File: src/hw/memAxiPkg.sv
`default_nettype none

package memAxiPkg;

  // ------------------------------------------------------------
  // bus widths
  // ------------------------------------------------------------
  parameter int IdWidth      = 8;
  parameter int AxiAddrWidth = 32;
  parameter int DataWidth    = 32;
  parameter int StrbWidth    = DataWidth / 8;      // one strobe per byte lane
  parameter int LaneBits     = $clog2(StrbWidth);  // address bits inside a word

  // ------------------------------------------------------------
  // encodings
  // ------------------------------------------------------------
  typedef enum logic [1:0] {
    burstFixed    = 2'b00,
    burstIncr     = 2'b01,
    burstWrap     = 2'b10,  // not supported, acts as fixed
    burstReserved = 2'b11   // undefined, acts as fixed
  } burst_e;

  typedef enum logic [1:0] {
    respOkay   = 2'b00,
    respSlvErr = 2'b10
  } resp_e;

  // ------------------------------------------------------------
  // channel payloads
  // ------------------------------------------------------------
  typedef struct packed {
    logic [IdWidth-1:0]      id;
    logic [AxiAddrWidth-1:0] addr;
    logic [7:0]              len;    // beats minus one
    logic [2:0]              size;   // log2 of bytes per beat
    burst_e                  burst;
  } axReq_t;  // shared by aw and ar

  typedef struct packed {
    logic [DataWidth-1:0] data;
    logic [StrbWidth-1:0] strb;
    logic                 last;
  } wBeat_t;

  typedef struct packed {
    logic [IdWidth-1:0] id;
    resp_e              resp;
  } bRsp_t;

  typedef struct packed {
    logic [IdWidth-1:0]   id;
    logic [DataWidth-1:0] data;
    resp_e                resp;
    logic                 last;
  } rBeat_t;

endpackage

`default_nettype wire

File: src/hw/burstAddrGen.sv
`default_nettype none

module burstAddrGen #(
  parameter int AddrLength = 12
) (
  input  logic [AddrLength-1:0] addr,
  input  logic [2:0]            size,
  input  memAxiPkg::burst_e     burst,
  output logic [AddrLength-1:0] nextAddr
);

  import memAxiPkg::*;

  localparam int WordBits = AddrLength - LaneBits;

  logic [WordBits-1:0]   wordNext;  // following word index
  logic [AddrLength-1:0] stepNext;  // address plus bytes of one beat
  logic                  narrow;

  assign wordNext = addr[AddrLength-1:LaneBits] + WordBits'(1);
  assign stepNext = addr + (AddrLength'(1) << size);
  assign narrow   = ((32'd1 << size) < StrbWidth);

  // ------------------------------------------------------------
  // next beat address wrapping at memory size
  // ------------------------------------------------------------
  always_comb begin
    nextAddr = addr;  // fixed, wrap and reserved stay put
    if (burst == burstIncr) begin
      if (narrow) begin
        nextAddr = stepNext;
      end else begin
        nextAddr = {wordNext, {LaneBits{1'b0}}};  // align to next word
      end
    end
  end

endmodule

`default_nettype wire

File: src/hw/axiWriteEngine.sv
`default_nettype none

module axiWriteEngine #(
  parameter int AddrLength = 12
) (
  input  logic                                      ACLK,
  input  logic                                      ARESETn,
  input  memAxiPkg::axReq_t                         awReq,
  input  logic                                      awValid,
  output logic                                      awReady,
  input  memAxiPkg::wBeat_t                         wBeat,
  input  logic                                      wValid,
  output logic                                      wReady,
  output memAxiPkg::bRsp_t                          bRsp,
  output logic                                      bValid,
  input  logic                                      bReady,
  output logic                                      ramWrEn,
  output logic [AddrLength-memAxiPkg::LaneBits-1:0] ramWrAddr,
  output logic [memAxiPkg::DataWidth-1:0]           ramWrData,
  output logic [memAxiPkg::StrbWidth-1:0]           ramWrStrb
);

  import memAxiPkg::*;

  typedef enum logic [1:0] {
    stIdle,
    stData,
    stResp
  } wState_e;

  wState_e               state;
  logic [IdWidth-1:0]    capId;
  logic [7:0]            capLen;
  logic [2:0]            capSize;
  burst_e                capBurst;
  logic [AddrLength-1:0] curAddr;   // byte address of the next beat
  logic [AddrLength-1:0] nextAddr;
  logic [7:0]            beatCnt;   // beats accepted so far
  logic                  awFire;
  logic                  wFire;
  logic                  finalBeat;

  assign awFire    = awValid && awReady;
  assign wFire     = wValid && wReady;   // wReady only high in stData
  assign finalBeat = (beatCnt == capLen);

  burstAddrGen #(
    .AddrLength(AddrLength)
  ) addrGen_i (
    .addr     (curAddr),
    .size     (capSize),
    .burst    (capBurst),
    .nextAddr (nextAddr)
  );

  // ------------------------------------------------------------
  // FSM and handshake flags
  // ------------------------------------------------------------
  always_ff @(posedge ACLK or negedge ARESETn) begin
    if (!ARESETn) begin
      state   <= stIdle;
      awReady <= 1'b0;
      wReady  <= 1'b0;
      bValid  <= 1'b0;
      ramWrEn <= 1'b0;
      beatCnt <= '0;
    end else begin
      ramWrEn <= wFire;  // ram write one edge after the beat
      case (state)
        stIdle: begin
          if (awFire) begin
            awReady <= 1'b0;
            wReady  <= 1'b1;
            beatCnt <= '0;
            state   <= stData;
          end else begin
            awReady <= 1'b1;
          end
        end
        stData: begin
          if (wFire) begin
            beatCnt <= beatCnt + 8'd1;
            if (finalBeat) begin
              wReady <= 1'b0;
              bValid <= 1'b1;
              state  <= stResp;
            end
          end
        end
        stResp: begin
          if (bReady) begin
            bValid  <= 1'b0;
            awReady <= 1'b1;  // next request welcome
            state   <= stIdle;
          end
        end
        default: state <= stIdle;
      endcase
    end
  end

  // ------------------------------------------------------------
  // request capture, ram write port and response payload
  // ------------------------------------------------------------
  always_ff @(posedge ACLK) begin
    if (awFire) begin
      capId    <= awReq.id;
      capLen   <= awReq.len;
      capSize  <= awReq.size;
      capBurst <= awReq.burst;
      curAddr  <= awReq.addr[AddrLength-1:0];
    end
    if (wFire) begin
      ramWrAddr <= curAddr[AddrLength-1:LaneBits];
      ramWrData <= wBeat.data;
      ramWrStrb <= wBeat.strb;
      curAddr   <= nextAddr;
      if (finalBeat) begin
        bRsp.id   <= capId;
        bRsp.resp <= wBeat.last ? respOkay : respSlvErr;  // missing wlast
      end
    end
  end

endmodule

`default_nettype wire

File: config.mk
export PLATFORM = sky130hd
export DESIGN_NAME = axiWriteEngine
export DESIGN_NICKNAME = d
export VERILOG_FILES = /design/src/hw/memAxiPkg.sv /design/src/hw/burstAddrGen.sv /design/src/hw/axiWriteEngine.sv
export SDC_FILE = /design/constraint.sdc
export NUM_CORES = 1
export LEC_CHECK = 0
export ABC_AREA = 0
export BUFFER_PORTS_ARGS = -buffer_cell sky130_fd_sc_hd__buf_2
export CAP_MARGIN = 0
export CORE_MARGIN = 2
export CORE_UTILIZATION = 50
export CTS_BUF_LIST = sky130_fd_sc_hd__clkbuf_16
export CTS_CLUSTER_DIAMETER = 80
export DETAILED_ROUTE_END_ITERATION = 7
export PLACE_DENSITY = 0.81
export SLEW_MARGIN = 0
export SYNTH_ARGS = -nofsm -noshare
export SYNTH_HDL_FRONTEND = slang
export SYNTH_HIERARCHICAL = 1
export SYNTH_SLANG_ARGS = --single-unit
File: constraint.sdc
create_clock -name ACLK -period 9.5 [get_ports ACLK]
set_clock_uncertainty 0.05 [all_clocks]
set_input_delay 1.425 -clock ACLK [delete_from_list [all_inputs] [get_ports ACLK]]
set_output_delay 1.425 -clock ACLK [all_outputs]
set_load 0.01 [all_outputs]
After elaboration in Yosys (flattened, before gate mapping) --
Cells that the tools add are included.
Storage, ports and cells: flip-flop bits (word level) 103, latch bits 0, RAM bits 0, ROM bits 0, input bits 95, output and inout port bits 60, logic and storage cells 69, memories 0
Operators by class: $add $sub $neg 3, multiply operators 0, divide/modulo/power cells 0, $lt $le $gt $ge 1, equal/unequal tests 9, shift-type cells 2, multiplexer cells 24, bitwise gates (word level) 0, reductions and logical operators 14
Operators with widths (number):
- 12-bit 2-to-1 mux | 4
- 32-bit by 3-bit less-than comparator with 1-bit output, second input constant | 1
- 1-bit by 3-bit left shift with 32-bit output, first input constant | 1
- 8-bit 2-to-1 mux | 2
- 8-bit case mux with 2 select lines | 1
- 12-bit adder | 1
- 4-bit AND reduction | 3
- 1-bit by 3-bit left shift with 12-bit output, first input constant | 1
- 10-bit by 1-bit adder with 10-bit output, second input constant | 1
- 2-bit 2-to-1 mux | 5
- 8-bit by 1-bit adder with 8-bit output, second input constant | 1
- 8-bit equality test | 1
- 1-bit 2-to-1 mux | 8
- 2-bit != test, second input constant | 4
- 2-bit nonzero test | 4
- 1-bit case mux with 2 select lines | 3
- 2-bit case mux with 3 select lines | 1
- 2-bit AND reduction | 3
- 2-bit by 1-bit equality test with 1-bit output, second input constant | 2
- 3-bit AND reduction | 1
- 2-bit equality test, second input constant | 1
- 1-bit logical AND | 2
- 2-bit zero test | 1
- 2-bit by 1-bit != test with 1-bit output, second input constant | 1

Logic depth before layout (Yosys ltp) --
depth in word-level cells 5, gate-level depth with buffers 13, depth with buffers taken out 11

By module --
The synthesis kept the hierarchy.
By module, submodules not included:
- axiWriteEngine | instances 1, cells each 175, area an instance 3550.9 sq um, seq. area each 2992.9 sq um
- burstAddrGen | instances 1, cells each 99, area an instance 663.1 sq um, seq. area each 0.0 sq um

Least setup slack after synthesis --
Ideal clock, no wire load.
path type input -> register, start point input port wValid, end point register curAddr[0] (enable), setup time 322 ps, arrival time 3106 ps, required time 9128 ps, slack 6021 ps, stages 4, buffers on the path 1, cell sequence nand2_1 buf_2 inv_1 or2_2
On the way: cells in the longest elaborated chain, start to end 3, elaborated cells between the ends (all ways) 4, classes of those cells 1 x eq/ne; 3 x reduce/logical
Ends and longest elaborated chain:
- start, declared | RTL line axiWriteEngine.sv:12 | input logic wValid,
- 1-bit logical AND (*) | RTL line axiWriteEngine.sv:44 | assign wFire = wValid && wReady;
- via wFire | RTL line axiWriteEngine.sv:40 | logic wFire;
- 2-bit by 1-bit != test with 1-bit output (no line) / 2-bit nonzero test (equally long branches)
- 2-bit AND reduction (no line) (*)
- end signal, assigned | RTL line axiWriteEngine.sv:111 | curAddr <= awReq.addr[AddrLength-1:0];
- end signal, assigned | RTL line axiWriteEngine.sv:117 | curAddr <= nextAddr;
- end, declared | RTL line axiWriteEngine.sv:36 | logic [AddrLength-1:0] curAddr;
Mark *: on every way through the listed nets, which the timed path passes. The rest lies on a longest branch. A chain may end at the register's enable or synchronous reset.

Worst setup path after layout --
start point input port wValid, end point register curAddr[3] (enable)
The elaborated chain is that of the path after synthesis.

==> out/qor.yml <==
slowest_delay_ns: 0.91
cts_root_buf: "clkbuf_16"
io_buffers: 133
clockBufferDepth: 2
antenna_found_initial: 0
synth-seq-cells: 102
comb_power_share_pct: 5.2
coreArea_um2: 8180
grt-ovfl-total: 0
fmax_mhz: 297
cts_max_level: 3
vias: 2765
regArea_um2: 2990
synthDominantCellAreaShare_pct: 62.7
switching_power_uw: 190
chipHeight_um: 95.8
place_congestion: 0.889
cp-end-kind: "flop"
p_int_uw: 699
postCtsSetupBuffers: 0
period_minus_slack_ns: 3.37
path_class: "in2reg"
clock_sinks: 102
tritoncts: "yes"
fin_util_pct: 64.1
worstSkewPairLatency_ns: 0.34
num_rows: 33
tns_ns: 0
cts_inserted_buffers: 9
diodes: 0
async_reset_ff_share_pct: 13.7
ios: 155
grt_max_degree: 49
postCtsResizedCells: 0
power_frac_clock_pct: 38.2
synth.distinct_cells: 52
first_pass_iters: 5
required_ns: 9.46
via_per_inst: 5.31
postSynthAreaPerCell_um2: 15.4
drtIter0Drc: 80
finalCritPeriodShare_pct: 35.4
multi_input_area_um2: 1150
dp.final_hpwl_um: 6150
netlist_area_um2: 4210
synth_edf_count: 88
grt_pass1_wl_um: 13000
netlist_instances: 274
drc_errors: 0
critPathMaxFanout: 48
die_w_um: 95.8
syn_nets: 378
yosys_warnings: 6
wl_per_cell_um: 16.2
power.density_nw_per_um2: 170
crit_buf_inv: 2
hold_path_class: "reg2reg"
finalPower_uw: 889
fin_nets: 515
power.leakage_nw: 2.16
globalRouteTotalUtil_pct: 19.0
start_util_pct: 51.5
ys.flop_type: "edfxtp_1"
layout-drive-gt1-share_pct: 41.3
nFillCells: 635
rsz0062_at_grt: "no"
synth_top_area_cell: "edfxtp_1"
syn_to_final_growth_pct: 24.3
yosys-top-cells-area: "edfxtp_1 63%, dfrtp_1 8.3%, mux2_2 3.5%"
drv_slew: 0
ant_nets: 0
seq_area_frac_synth_pct: 71.0
worst_pin_slew_ns: 0.965
cp_slowest_cell: "inv_2"
ir_worst_vdd_v: 0.0000758
cts_hold_buf: 0
arrival_ns: 3.33
cp-start-kind: "primary input"
critPathTopFamily: "buffers and inverters"
switching_share_pct: 21.4
finalHoldViolations: 0
relSlewSlack_pct: 35.5
status: "finished, final reports clean"
cts.clk_slew.worst_paths_ns: 0.07
routed_wl_um: 8440
seqPwrFrac_pct: 56.5
report.final.setup_viol: 0
crit_path_cell_trace: "buf_2 -> nand2_1 -> inv_2 -> or2_2"
grt_pass1_vias: 2652
die_area_um2: 9180
max_cap_viol_count: 0
## synthesized netlist by cell type (all sizes together) (2+ instances only)
library cell / n
a21o: 2
inv: 5
nand2b: 4
and2: 3
o2111ai: 2
nor3b: 2
a22o: 3
ha: 8
o311ai: 3
o211ai: 2
xnor2: 14
nor2: 24
and3b: 3
mux2: 13
edfxtp: 88
nand4: 5
clkbuf: 2
or2: 2
buf: 6
xor2: 10
nor3: 2
o22ai: 3
nand3: 8
o21ai: 5
nand2: 9
dfrtp: 14
a21oi: 12
and3: 4
## stage by stage
step	instances	area [um2]	hold slack, ns	worst slack [ns]
2_1_floorplan	274	4210	0.350	6.02
3_3_place_gp	505	4960	0.351	5.79
3_5_place_dp	505	4960	0.356	5.75
4_1_cts	521	5240	0.373	6.10
5_1_grt	521	5240	0.377	5.96
6_report	521	5240	0.371	6.13
## sequential cells by signal, summed over array words and instances (netlist names)
| name | cells |
|---|---|
| wReady | 1 |
| ramWrAddr | 10 |
| ramWrStrb | 4 |
| ramWrData | 32 |
| bValid | 1 |
| ramWrEn | 1 |
| capBurst | 2 |
| curAddr | 12 |
| beatCnt | 8 |
| bRsp | 9 |
| capId | 8 |
| capLen | 8 |
| state | 2 |
| awReady | 1 |
| capSize | 3 |
## worst paths after layout
path                                      start                    end  slack, ns  cells past startpoint
max                                      wValid   curAddr[3]$_DFFE_PP_       6.13                      4
min                          capId[3]$_DFFE_PP_      bRsp[5]$_DFFE_PP_       0.37                      0
max reg2reg                capSize[1]$_DFFE_PP_  curAddr[10]$_DFFE_PP_       6.25                     11
min reg2reg                  capId[3]$_DFFE_PP_      bRsp[5]$_DFFE_PP_       0.37                      0
max in group asynchronous               ARESETn      ramWrEn$_DFF_PN0_       8.23                      1
min in group asynchronous               ARESETn   state[1]$_DFFE_PN0P_       0.92                      1
## cell families after synthesis
kind of cell / share of synthesized area (%)
flops: 71.0
xor+xnor: 4.99
compound gates: 6.21
fa+ha+maj: 3.09
other cells: 0.0890
simple gates: 9.41
mux: 3.47
buf+inv: 1.72
## area by class of cell
cell class / instances / area share [%]
Tap cell: 105 / 2.51
Clock buffer: 9 / 4.30
Sequential cell: 102 / 57.1
Timing Repair Buffer: 134 / 12.8
Clock inverter: 7 / 0.955
Multi-Input combinational cell: 159 / 21.9
Inverter: 5 / 0.358
## power groups by stage
stage | sequential, mW | combinational, mW | clock, mW
finish | 0.503 | 0.0467 | 0.340
global route | 0.503 | 0.0526 | 0.365
CTS | 0.503 | 0.0470 | 0.344
detailed placement | 0.512 | 0.0466 | 0
global placement | 0.512 | 0.0444 | 0
floorplan | 0.510 | 0.0264 | 0
## metal layers
| metal | wire (um) | track usage [%] | vias to the layer above |
|---|---|---|---|
| met2 | 4410 | 32.3 | 113 |
| met3 | 742 | 5.56 | 8 |
| met1 | 3200 | 22.6 | 1323 |
| met5 | 0 | 0 | - |
| met4 | 99 | 7.62 | 0 |
| li1 | - | - | 1321 |
## cells in the final DEF, fill, tap and decap left out, types with 2 or more instances in the layout
cell type,synthesis,layout
nand3_1,8,8
nor2_1,24,24
o2111ai_1,2,2
edfxtp_1,88,88
nor3_1,2,2
a21oi_1,12,12
xor2_1,10,10
a21o_1,2,2
o21ai_0,4,4
buf_2,3,133
xnor2_1,14,14
or2_2,2,2
o211ai_1,2,2
dfrtp_1,14,14
and3b_2,2,2
inv_1,5,5
mux2_2,13,13
nand4_1,5,5
clkinv_2,0,2
o22ai_1,3,3
and2_1,3,3
a22o_1,3,3
nand2b_1,4,4
clkbuf_16,0,9
ha_1,8,8
nor3b_1,2,2
and3_1,3,3
nand2_1,9,9
Note: power is estimated with default switching activity, not from simulation.
