===== src/hw/memAxiPkg.sv =====
`default_nettype none

package memAxiPkg;

  // ------------------------------------------------------------
  // bus widths
  // ------------------------------------------------------------
  parameter int IdWidth      = 8;
  parameter int AxiAddrWidth = 32;
  parameter int DataWidth    = 32;
  parameter int StrbWidth    = DataWidth / 8;      // one strobe per byte lane
  parameter int LaneBits     = $clog2(StrbWidth);  // address bits inside a word

  // ------------------------------------------------------------
  // encodings
  // ------------------------------------------------------------
  typedef enum logic [1:0] {
    burstFixed    = 2'b00,
    burstIncr     = 2'b01,
    burstWrap     = 2'b10,  // not supported, acts as fixed
    burstReserved = 2'b11   // undefined, acts as fixed
  } burst_e;

  typedef enum logic [1:0] {
    respOkay   = 2'b00,
    respSlvErr = 2'b10
  } resp_e;

  // ------------------------------------------------------------
  // channel payloads
  // ------------------------------------------------------------
  typedef struct packed {
    logic [IdWidth-1:0]      id;
    logic [AxiAddrWidth-1:0] addr;
    logic [7:0]              len;    // beats minus one
    logic [2:0]              size;   // log2 of bytes per beat
    burst_e                  burst;
  } axReq_t;  // shared by aw and ar

  typedef struct packed {
    logic [DataWidth-1:0] data;
    logic [StrbWidth-1:0] strb;
    logic                 last;
  } wBeat_t;

  typedef struct packed {
    logic [IdWidth-1:0] id;
    resp_e              resp;
  } bRsp_t;

  typedef struct packed {
    logic [IdWidth-1:0]   id;
    logic [DataWidth-1:0] data;
    resp_e                resp;
    logic                 last;
  } rBeat_t;

endpackage

`default_nettype wire


===== src/hw/burstAddrGen.sv =====
`default_nettype none

module burstAddrGen #(
  parameter int AddrLength = 12
) (
  input  logic [AddrLength-1:0] addr,
  input  logic [2:0]            size,
  input  memAxiPkg::burst_e     burst,
  output logic [AddrLength-1:0] nextAddr
);

  import memAxiPkg::*;

  localparam int WordBits = AddrLength - LaneBits;

  logic [WordBits-1:0]   wordNext;  // following word index
  logic [AddrLength-1:0] stepNext;  // address plus bytes of one beat
  logic                  narrow;

  assign wordNext = addr[AddrLength-1:LaneBits] + WordBits'(1);
  assign stepNext = addr + (AddrLength'(1) << size);
  assign narrow   = ((32'd1 << size) < StrbWidth);

  // ------------------------------------------------------------
  // next beat address wrapping at memory size
  // ------------------------------------------------------------
  always_comb begin
    nextAddr = addr;  // fixed, wrap and reserved stay put
    if (burst == burstIncr) begin
      if (narrow) begin
        nextAddr = stepNext;
      end else begin
        nextAddr = {wordNext, {LaneBits{1'b0}}};  // align to next word
      end
    end
  end

endmodule

`default_nettype wire


===== src/hw/axiReadEngine.sv =====
`default_nettype none

module axiReadEngine #(
  parameter int AddrLength = 12
) (
  input  logic                                      ACLK,
  input  logic                                      ARESETn,
  input  memAxiPkg::axReq_t                         arReq,
  input  logic                                      arValid,
  output logic                                      arReady,
  output memAxiPkg::rBeat_t                         rBeat,
  output logic                                      rValid,
  input  logic                                      rReady,
  output logic                                      ramRdEn,
  output logic [AddrLength-memAxiPkg::LaneBits-1:0] ramRdAddr,
  input  logic [memAxiPkg::DataWidth-1:0]           ramRdData
);

  import memAxiPkg::*;

  logic                  rdActive;   // burst in progress
  logic [IdWidth-1:0]    capId;
  logic [7:0]            capLen;
  logic [2:0]            capSize;
  burst_e                capBurst;
  logic [AddrLength-1:0] curAddr;    // byte address of the next ram read
  logic [AddrLength-1:0] nextAddr;
  logic [8:0]            issueCnt;   // ram reads issued, up to 256
  logic [7:0]            beatCnt;    // beats loaded into rBeat
  logic                  rdPending;  // ram data arrives this cycle
  logic                  holdValid;
  logic [DataWidth-1:0]  holdData;
  logic                  arFire;
  logic                  outFree;
  logic                  loadOut;
  logic                  loadHold;
  logic                  lastFire;

  assign arFire   = arValid && arReady;
  assign outFree  = !rValid || rReady;                       // rBeat may change
  assign loadOut  = outFree && (holdValid || rdPending);
  assign loadHold = rdPending && (holdValid || !outFree);    // catch word in flight
  assign lastFire = rValid && rReady && rBeat.last;

  // a read goes out only when its word is sure to find a slot
  assign ramRdEn   = rdActive && (issueCnt <= {1'b0, capLen}) && !holdValid && outFree;
  assign ramRdAddr = curAddr[AddrLength-1:LaneBits];

  burstAddrGen #(
    .AddrLength(AddrLength)
  ) addrGen_i (
    .addr     (curAddr),
    .size     (capSize),
    .burst    (capBurst),
    .nextAddr (nextAddr)
  );

  // ------------------------------------------------------------
  // control flags and counters
  // ------------------------------------------------------------
  always_ff @(posedge ACLK or negedge ARESETn) begin
    if (!ARESETn) begin
      rdActive  <= 1'b0;
      arReady   <= 1'b0;
      rValid    <= 1'b0;
      rdPending <= 1'b0;
      holdValid <= 1'b0;
      issueCnt  <= '0;
      beatCnt   <= '0;
    end else begin
      rdPending <= ramRdEn;
      if (!rdActive) begin
        if (arFire) begin
          arReady  <= 1'b0;
          rdActive <= 1'b1;
          issueCnt <= '0;
          beatCnt  <= '0;
        end else begin
          arReady <= 1'b1;
        end
      end
      if (ramRdEn) begin
        issueCnt <= issueCnt + 9'd1;
      end
      if (loadOut) begin
        rValid  <= 1'b1;
        beatCnt <= beatCnt + 8'd1;
      end else if (outFree) begin
        rValid <= 1'b0;
      end
      if (loadHold) begin
        holdValid <= 1'b1;
      end else if (loadOut) begin
        holdValid <= 1'b0;  // hold drained into rBeat
      end
      if (lastFire) begin
        rdActive <= 1'b0;
        arReady  <= 1'b1;   // same edge as rValid falling
      end
    end
  end

  // ------------------------------------------------------------
  // request capture and beat datapath
  // ------------------------------------------------------------
  always_ff @(posedge ACLK) begin
    if (arFire) begin
      capId    <= arReq.id;
      capLen   <= arReq.len;
      capSize  <= arReq.size;
      capBurst <= arReq.burst;
      curAddr  <= arReq.addr[AddrLength-1:0];
    end
    if (ramRdEn) begin
      curAddr <= nextAddr;
    end
    if (loadHold) begin
      holdData <= ramRdData;
    end
    if (loadOut) begin
      rBeat.id   <= capId;
      rBeat.data <= holdValid ? holdData : ramRdData;  // older word first
      rBeat.resp <= respOkay;
      rBeat.last <= (beatCnt == capLen);
    end
  end

endmodule

`default_nettype wire


===== config.mk =====
export PLATFORM = sky130hd
export DESIGN_NAME = axiReadEngine
export DESIGN_NICKNAME = d
export VERILOG_FILES = /design/src/hw/memAxiPkg.sv /design/src/hw/burstAddrGen.sv /design/src/hw/axiReadEngine.sv
export SDC_FILE = /design/constraint.sdc
export NUM_CORES = 1
export LEC_CHECK = 0
export ABC_AREA = 1
export BUFFER_PORTS_ARGS = -buffer_cell sky130_fd_sc_hd__clkbuf_2
export CORE_MARGIN = 5
export CORE_UTILIZATION = 48
export DETAILED_ROUTE_END_ITERATION = 10
export PLACE_DENSITY_LB_ADDON = 0.12
export SLEW_MARGIN = 10
export SYNTH_ARGS = -nofsm -noshare
export SYNTH_HDL_FRONTEND = slang
export SYNTH_SLANG_ARGS = --single-unit

===== constraint.sdc =====
create_clock -name ACLK -period 3.8 [get_ports ACLK]
set_input_delay 0.38 -clock ACLK [delete_from_list [all_inputs] [get_ports ACLK]]
set_output_delay 0.38 -clock ACLK [all_outputs]
set_load 0.1 [all_outputs]

; After elaboration in Yosys (flattened, before gate mapping)
; Cells that the tools add are included.
[op_classes]
n_addsub = 4
n_eq_ne = 6
mux = 21
n_reduce_logical = 21
order_cmp = 2
shifts = 2
[ops]
columns = cell, count
row1 = $mux 12, 4
row2 = $lt 32x3->1 const B, 1
row3 = $mux 32, 1
row4 = $shl 1x3->32 const A, 1
row5 = $mux 9, 3
row6 = $mux 8, 3
row7 = $add 12x12->12, 1
row8 = $shl 1x3->12 const A, 1
row9 = $add 10x1->10 const B, 1
row10 = $mux 1, 10
row11 = $add 9x1->9 const B, 1
row12 = $le 9x8->1, 1
row13 = $add 8x1->8 const B, 1
row14 = $eq 8x8->1, 1
row15 = $logic_and 1x1->1, 8
row16 = $reduce_bool 2->1, 4
row17 = $ne 2x1->1 const B, 3
row18 = $reduce_and 2->1, 3
row19 = $logic_not 1->1, 3
row20 = $logic_or 1x1->1, 3
row21 = $eq 2x1->1 const B, 1
row22 = $ne 2x2->1 const B, 1
[word_totals]
input_bits = 89
elab_cells = 72
out_inout_bits = 56
ff_bits = 128

; Depth between registers and ports, before layout
[logic_depth]
ltp_word = 6
depth_mapped = 15
mapped_depth_nobuf = 15

; By module
; A second synthesis with hierarchy kept.
[unflattened]
cells_unflattened = 589
hier_area_um2 = 6040.8
[modules_own_cells]
columns = mod, instances, area_each_um2, cells_per_inst, seq_area_each_um2
row1 = axiReadEngine, 1, 5256.3, 439, 3733.6
row2 = burstAddrGen, 1, 784.5, 150, 0.0

; Worst setup path after synthesis
; No wires, ideal clock.
[synth_path]
path_kind = reg2reg
start = register rValid
end = register holdData[0] (enable)
setup_ps = 433
arrival_ps = 2955
n_path_buf = 0
stages_incl_launch_ff = 5
required_ps = 3367
setup_slack_ps = 412
synth_period_minus_slack_ps = 3388
cell_sequence = dfrtp_1 -> inv_1 -> nor2_1 -> inv_1 -> a21oi_1
[synth_between]
elab_chain_len = 5
[synth_rtl]
columns = element, line
row1 = start: declaration, axiReadEngine.sv:12  ; output logic rValid,
row2 = start signal: assignment, axiReadEngine.sv:65  ; rValid <= 1'b0;
row3 = start signal: assignment, axiReadEngine.sv:86  ; rValid <= 1'b1;
row4 = start signal: assignment, axiReadEngine.sv:89  ; rValid <= 1'b0;
row5 = $logic_not 1->1, axiReadEngine.sv:40  ; assign outFree = !rValid || rReady;
row6 = $logic_or 1x1->1, axiReadEngine.sv:40
row7 = $logic_not 1->1, axiReadEngine.sv:42  ; assign loadHold = rdPending && (holdValid || !outFree);
row8 = $logic_or 1x1->1, axiReadEngine.sv:42
row9 = $logic_and 1x1->1, axiReadEngine.sv:42
row10 = net loadHold, axiReadEngine.sv:36  ; logic loadHold;
row11 = end signal: assignment, axiReadEngine.sv:118  ; holdData <= ramRdData;
row12 = end: declaration, axiReadEngine.sv:32  ; logic [DataWidth-1:0] holdData;
; The timed path passes the listed nets, and every way through them passes these cells.
; A chain may end at the register's enable or synchronous reset.

; Final worst setup path
[layout_path]
start = register issueCnt[6]
end = output ramRdEn
[layout_between]
elab_chain_len = 4
[layout_rtl]
columns = element, line
row1 = start: declaration, axiReadEngine.sv:28  ; logic [8:0] issueCnt;
row2 = start signal: assignment, axiReadEngine.sv:83  ; issueCnt <= issueCnt + 9'd1;
row3 = $le 9x8->1, axiReadEngine.sv:46  ; assign ramRdEn = rdActive && (issueCnt <= {1'b0, capLen}) && !holdValid && outFree;
row4 = $logic_and 1x1->1 (3 in series), axiReadEngine.sv:46
row5 = end: declaration, axiReadEngine.sv:14  ; output logic ramRdEn,
; No other way between the ends.

==> run metrics <==
status=finished clean; Fin Clk Skew=0.005073 ns; worst hold stages=1; DRC viols=0; Final Setup Violations=0; CP max stage cell=dfrtp_1; Core ar.=12060 um2; Register-to-Register Path Depth=11; Critical Path Source Type=flop; post-synthesis mux area share=0; Die X=121.3 um; fill cell count=1003; GRT overflow=0; Critical R2R Capture=curAddr[11]$_DFFE_PP_; WL final=12.37 mm; met1 usage=0.2249; full die area=14720 um2; crit-path max cell delay=0.43 ns; Max-Cap Viols=0; grt met3 use=0.06294; Synth Area in XOR/XNOR=0.01325; Synth Area in Simple Gates=0.2016; final max-slew violation count=0; RSZ-0062 raised after global routing=false; ANT nets after route=0; adder-cell share of the synthesized area=0.04121; RR Startpoint=issueCnt[6]$_DFFE_PN0P_; TritonRoute pass-1 iters=4; TNS Setup=0 ns; total clock sinks=128; Worst-Skew Late Latency=0.42 ns; H-tree depth=4; critical path data arrival time=2.41 ns; cell family with most CP delay=buffers and inverters; wire per inst=14.03 um; first-pass GRT wire length=20.09 mm; worst endpoint required time=3.42 ns; via count=4286; ys flop type=edfxtp_1; CP Cell Sequence=ha_1 -> a21oi_1 -> o21a_1 -> nand3_1 -> nand2_1 -> nand4_1 -> buf_4 -> inv_1 -> buf_12; Peak Freq=358.1 MHz; IO Count=145; Synthesis Warnings=0; synthesized area=5951 um2; post-synthesis compound-gate area fraction=0.05572; grt peak-use layer=met2; final worst path period share=0.7348; worst slew pin tran=1.097 ns; Initial Utilization=0.4934; crit-path max FO=22; Buf/Inv on CP=3; Cell variety after synth=42; Fin. Hold Viols=0; Hold EP=capLen[3]$_DFFE_PP_; vias in the first global route=4192; dpl hpwl=8.792 mm; Yosys reg bits=128; CTS tree=yes; most frequent cells in the layout=nand2_1, clkbuf_2, edfxtp_1; Crit Path Class=reg2out; clock slew seen by the registers of the worst setup and hold paths=0.05 ns; Mean Syn Cell Area=10.30 um2; Crit. End Element=output pin; met2 usage=0.2791; largest net degree at the start of global routing=37; EDFF count, synth=106; buffer count from post-CTS setup fixing=0; post-synthesis instance total=578; CTS max path bufs=2; share of post-route cells with drive strength above 1=0.2465; total CTS buffers=17; Total Routing Usage GR=0.1767; gpl congestion=0.8219; Seq/Total Area, Yosys=0.6274; Worst Min Path Start=arReq[8]; ant diodes=0; initial antenna violation count=0; count of input and output buffers=122; min-delay worst type=in2reg; commonest non-fill, non-tap cell in the layout=nand2_1; largest family of logic cells by synthesized area=simple AND/OR/NAND/NOR gates; Rows=40; area delta synth->final=21.89%; Slew HR=0.2672; Iter 0 DRT Violations=364; fraction of registers with async set/reset=0.1719; CTS root buf=clkbuf_16; R2R Setup Slk=1.26 ns; DR vias/cell=4.859; fin crit period=2.792 ns; nets=810; Crit. Startpoint=issueCnt[6]$_DFFE_PN0P_; die height=121.3 um
[worst max path at each step]
stage                                  endpoint  cells past startpoint  slack, ns
after detailed placement   curAddr[8]$_DFFE_PP_                     13       1.27
final                                   ramRdEn                      9       1.01
after floorplan           holdData[0]$_DFFE_PP_                      4       0.41
after global routing                    ramRdEn                     11       0.80
after global placement    curAddr[11]$_DFFE_PP_                     13       1.29
after CTS                               ramRdEn                      9       0.98
[routing by layer]
metal / wire [um] / part of all wire
met2: 5952 / 0.48
met1: 5584 / 0.45
met5: 0 / 0
met4: 178 / 0.014
met3: 656 / 0.053
[area by class of cell]
class / instances / area [um2] / share of cell area
Timing Repair Buffer: 128 / 673.1 / 0.09281
Sequential cell: 128 / 3734 / 0.5147
Tap cell: 168 / 210.2 / 0.02898
Clock buffer: 18 / 429.2 / 0.05917
Clock inverter: 13 / 122.6 / 0.01691
Multi-Input combinational cell: 371 / 1874 / 0.2584
Inverter: 56 / 210.2 / 0.02898
[per-stage QoR]
stage	setup slack (ns)	hold WS, ns	instances	utilization	area (um2)
floorplan	0.4117	0.08441	579	-	5954
finish	1.008	0.1365	882	0.6013	7253
detailed placement	1.268	0.4045	850	0.5548	6691
CTS	0.9800	0.1183	882	0.6013	7253
global route	0.8041	0.1159	882	0.6013	7253
global placement	1.294	0.4012	850	0.5548	6691
[logic make-up (layout without fill, tap and decap cells)]
family	Yosys count	in the layout
compound gates	58	58
xor+xnor	9	9
fa+ha+maj	19	19
buf+inv	80	215
flops	128	128
other cells	1	2
simple gates	283	283
[flip-flops by register name, summed over array words and instances (netlist names)]
name       cells
arReady        1
beatCnt        8
capBurst       2
capId          8
capLen         8
capSize        3
curAddr       12
holdData      32
holdValid      1
issueCnt       9
rBeat         41
rValid         1
rdActive       1
rdPending      1
[worst reg2reg max path, cell delays in order (launching register included)]
cell and delay [ns]:
dfrtp_1 0.43, ha_1 0.34, nand2_1 0.06, nor2_1 0.14
nand3b_1 0.09, nand3_1 0.09, nand2_1 0.06, nand4_1 0.07
buf_4 0.28, inv_1 0.22, o21ai_0 0.21, buf_4 0.25
[synth_stat cells (4+ instances only)]
master	number	area share
a21oi_1	21	0.018
buf_2	4	0.0034
buf_4	12	0.015
clkbuf_1	4	0.0025
dfrtp_1	22	0.093
edfxtp_1	106	0.53
ha_1	18	0.038
inv_1	50	0.032
inv_2	6	0.0038
nand2_1	201	0.13
nand2_2	5	0.0053
nand3_1	23	0.019
nand4_1	7	0.0074
nor2_1	27	0.017
nor3_1	7	0.0059
o21ai_0	16	0.013
o21ai_1	6	0.0050
xnor2_1	4	0.0059
xor2_1	5	0.0074
[what timing repair did]
action                                 4_1_cts  5_1_grt
endpoints found under the hold margin       22        0
setup endpoints to repair                    0        0
gates resized for setup                      0        0
hold buffers                                 1        0
Power is left out: the tool's default activity adds up to more than one toggle a clock period on the data nets, which glitch-free logic cannot reach.
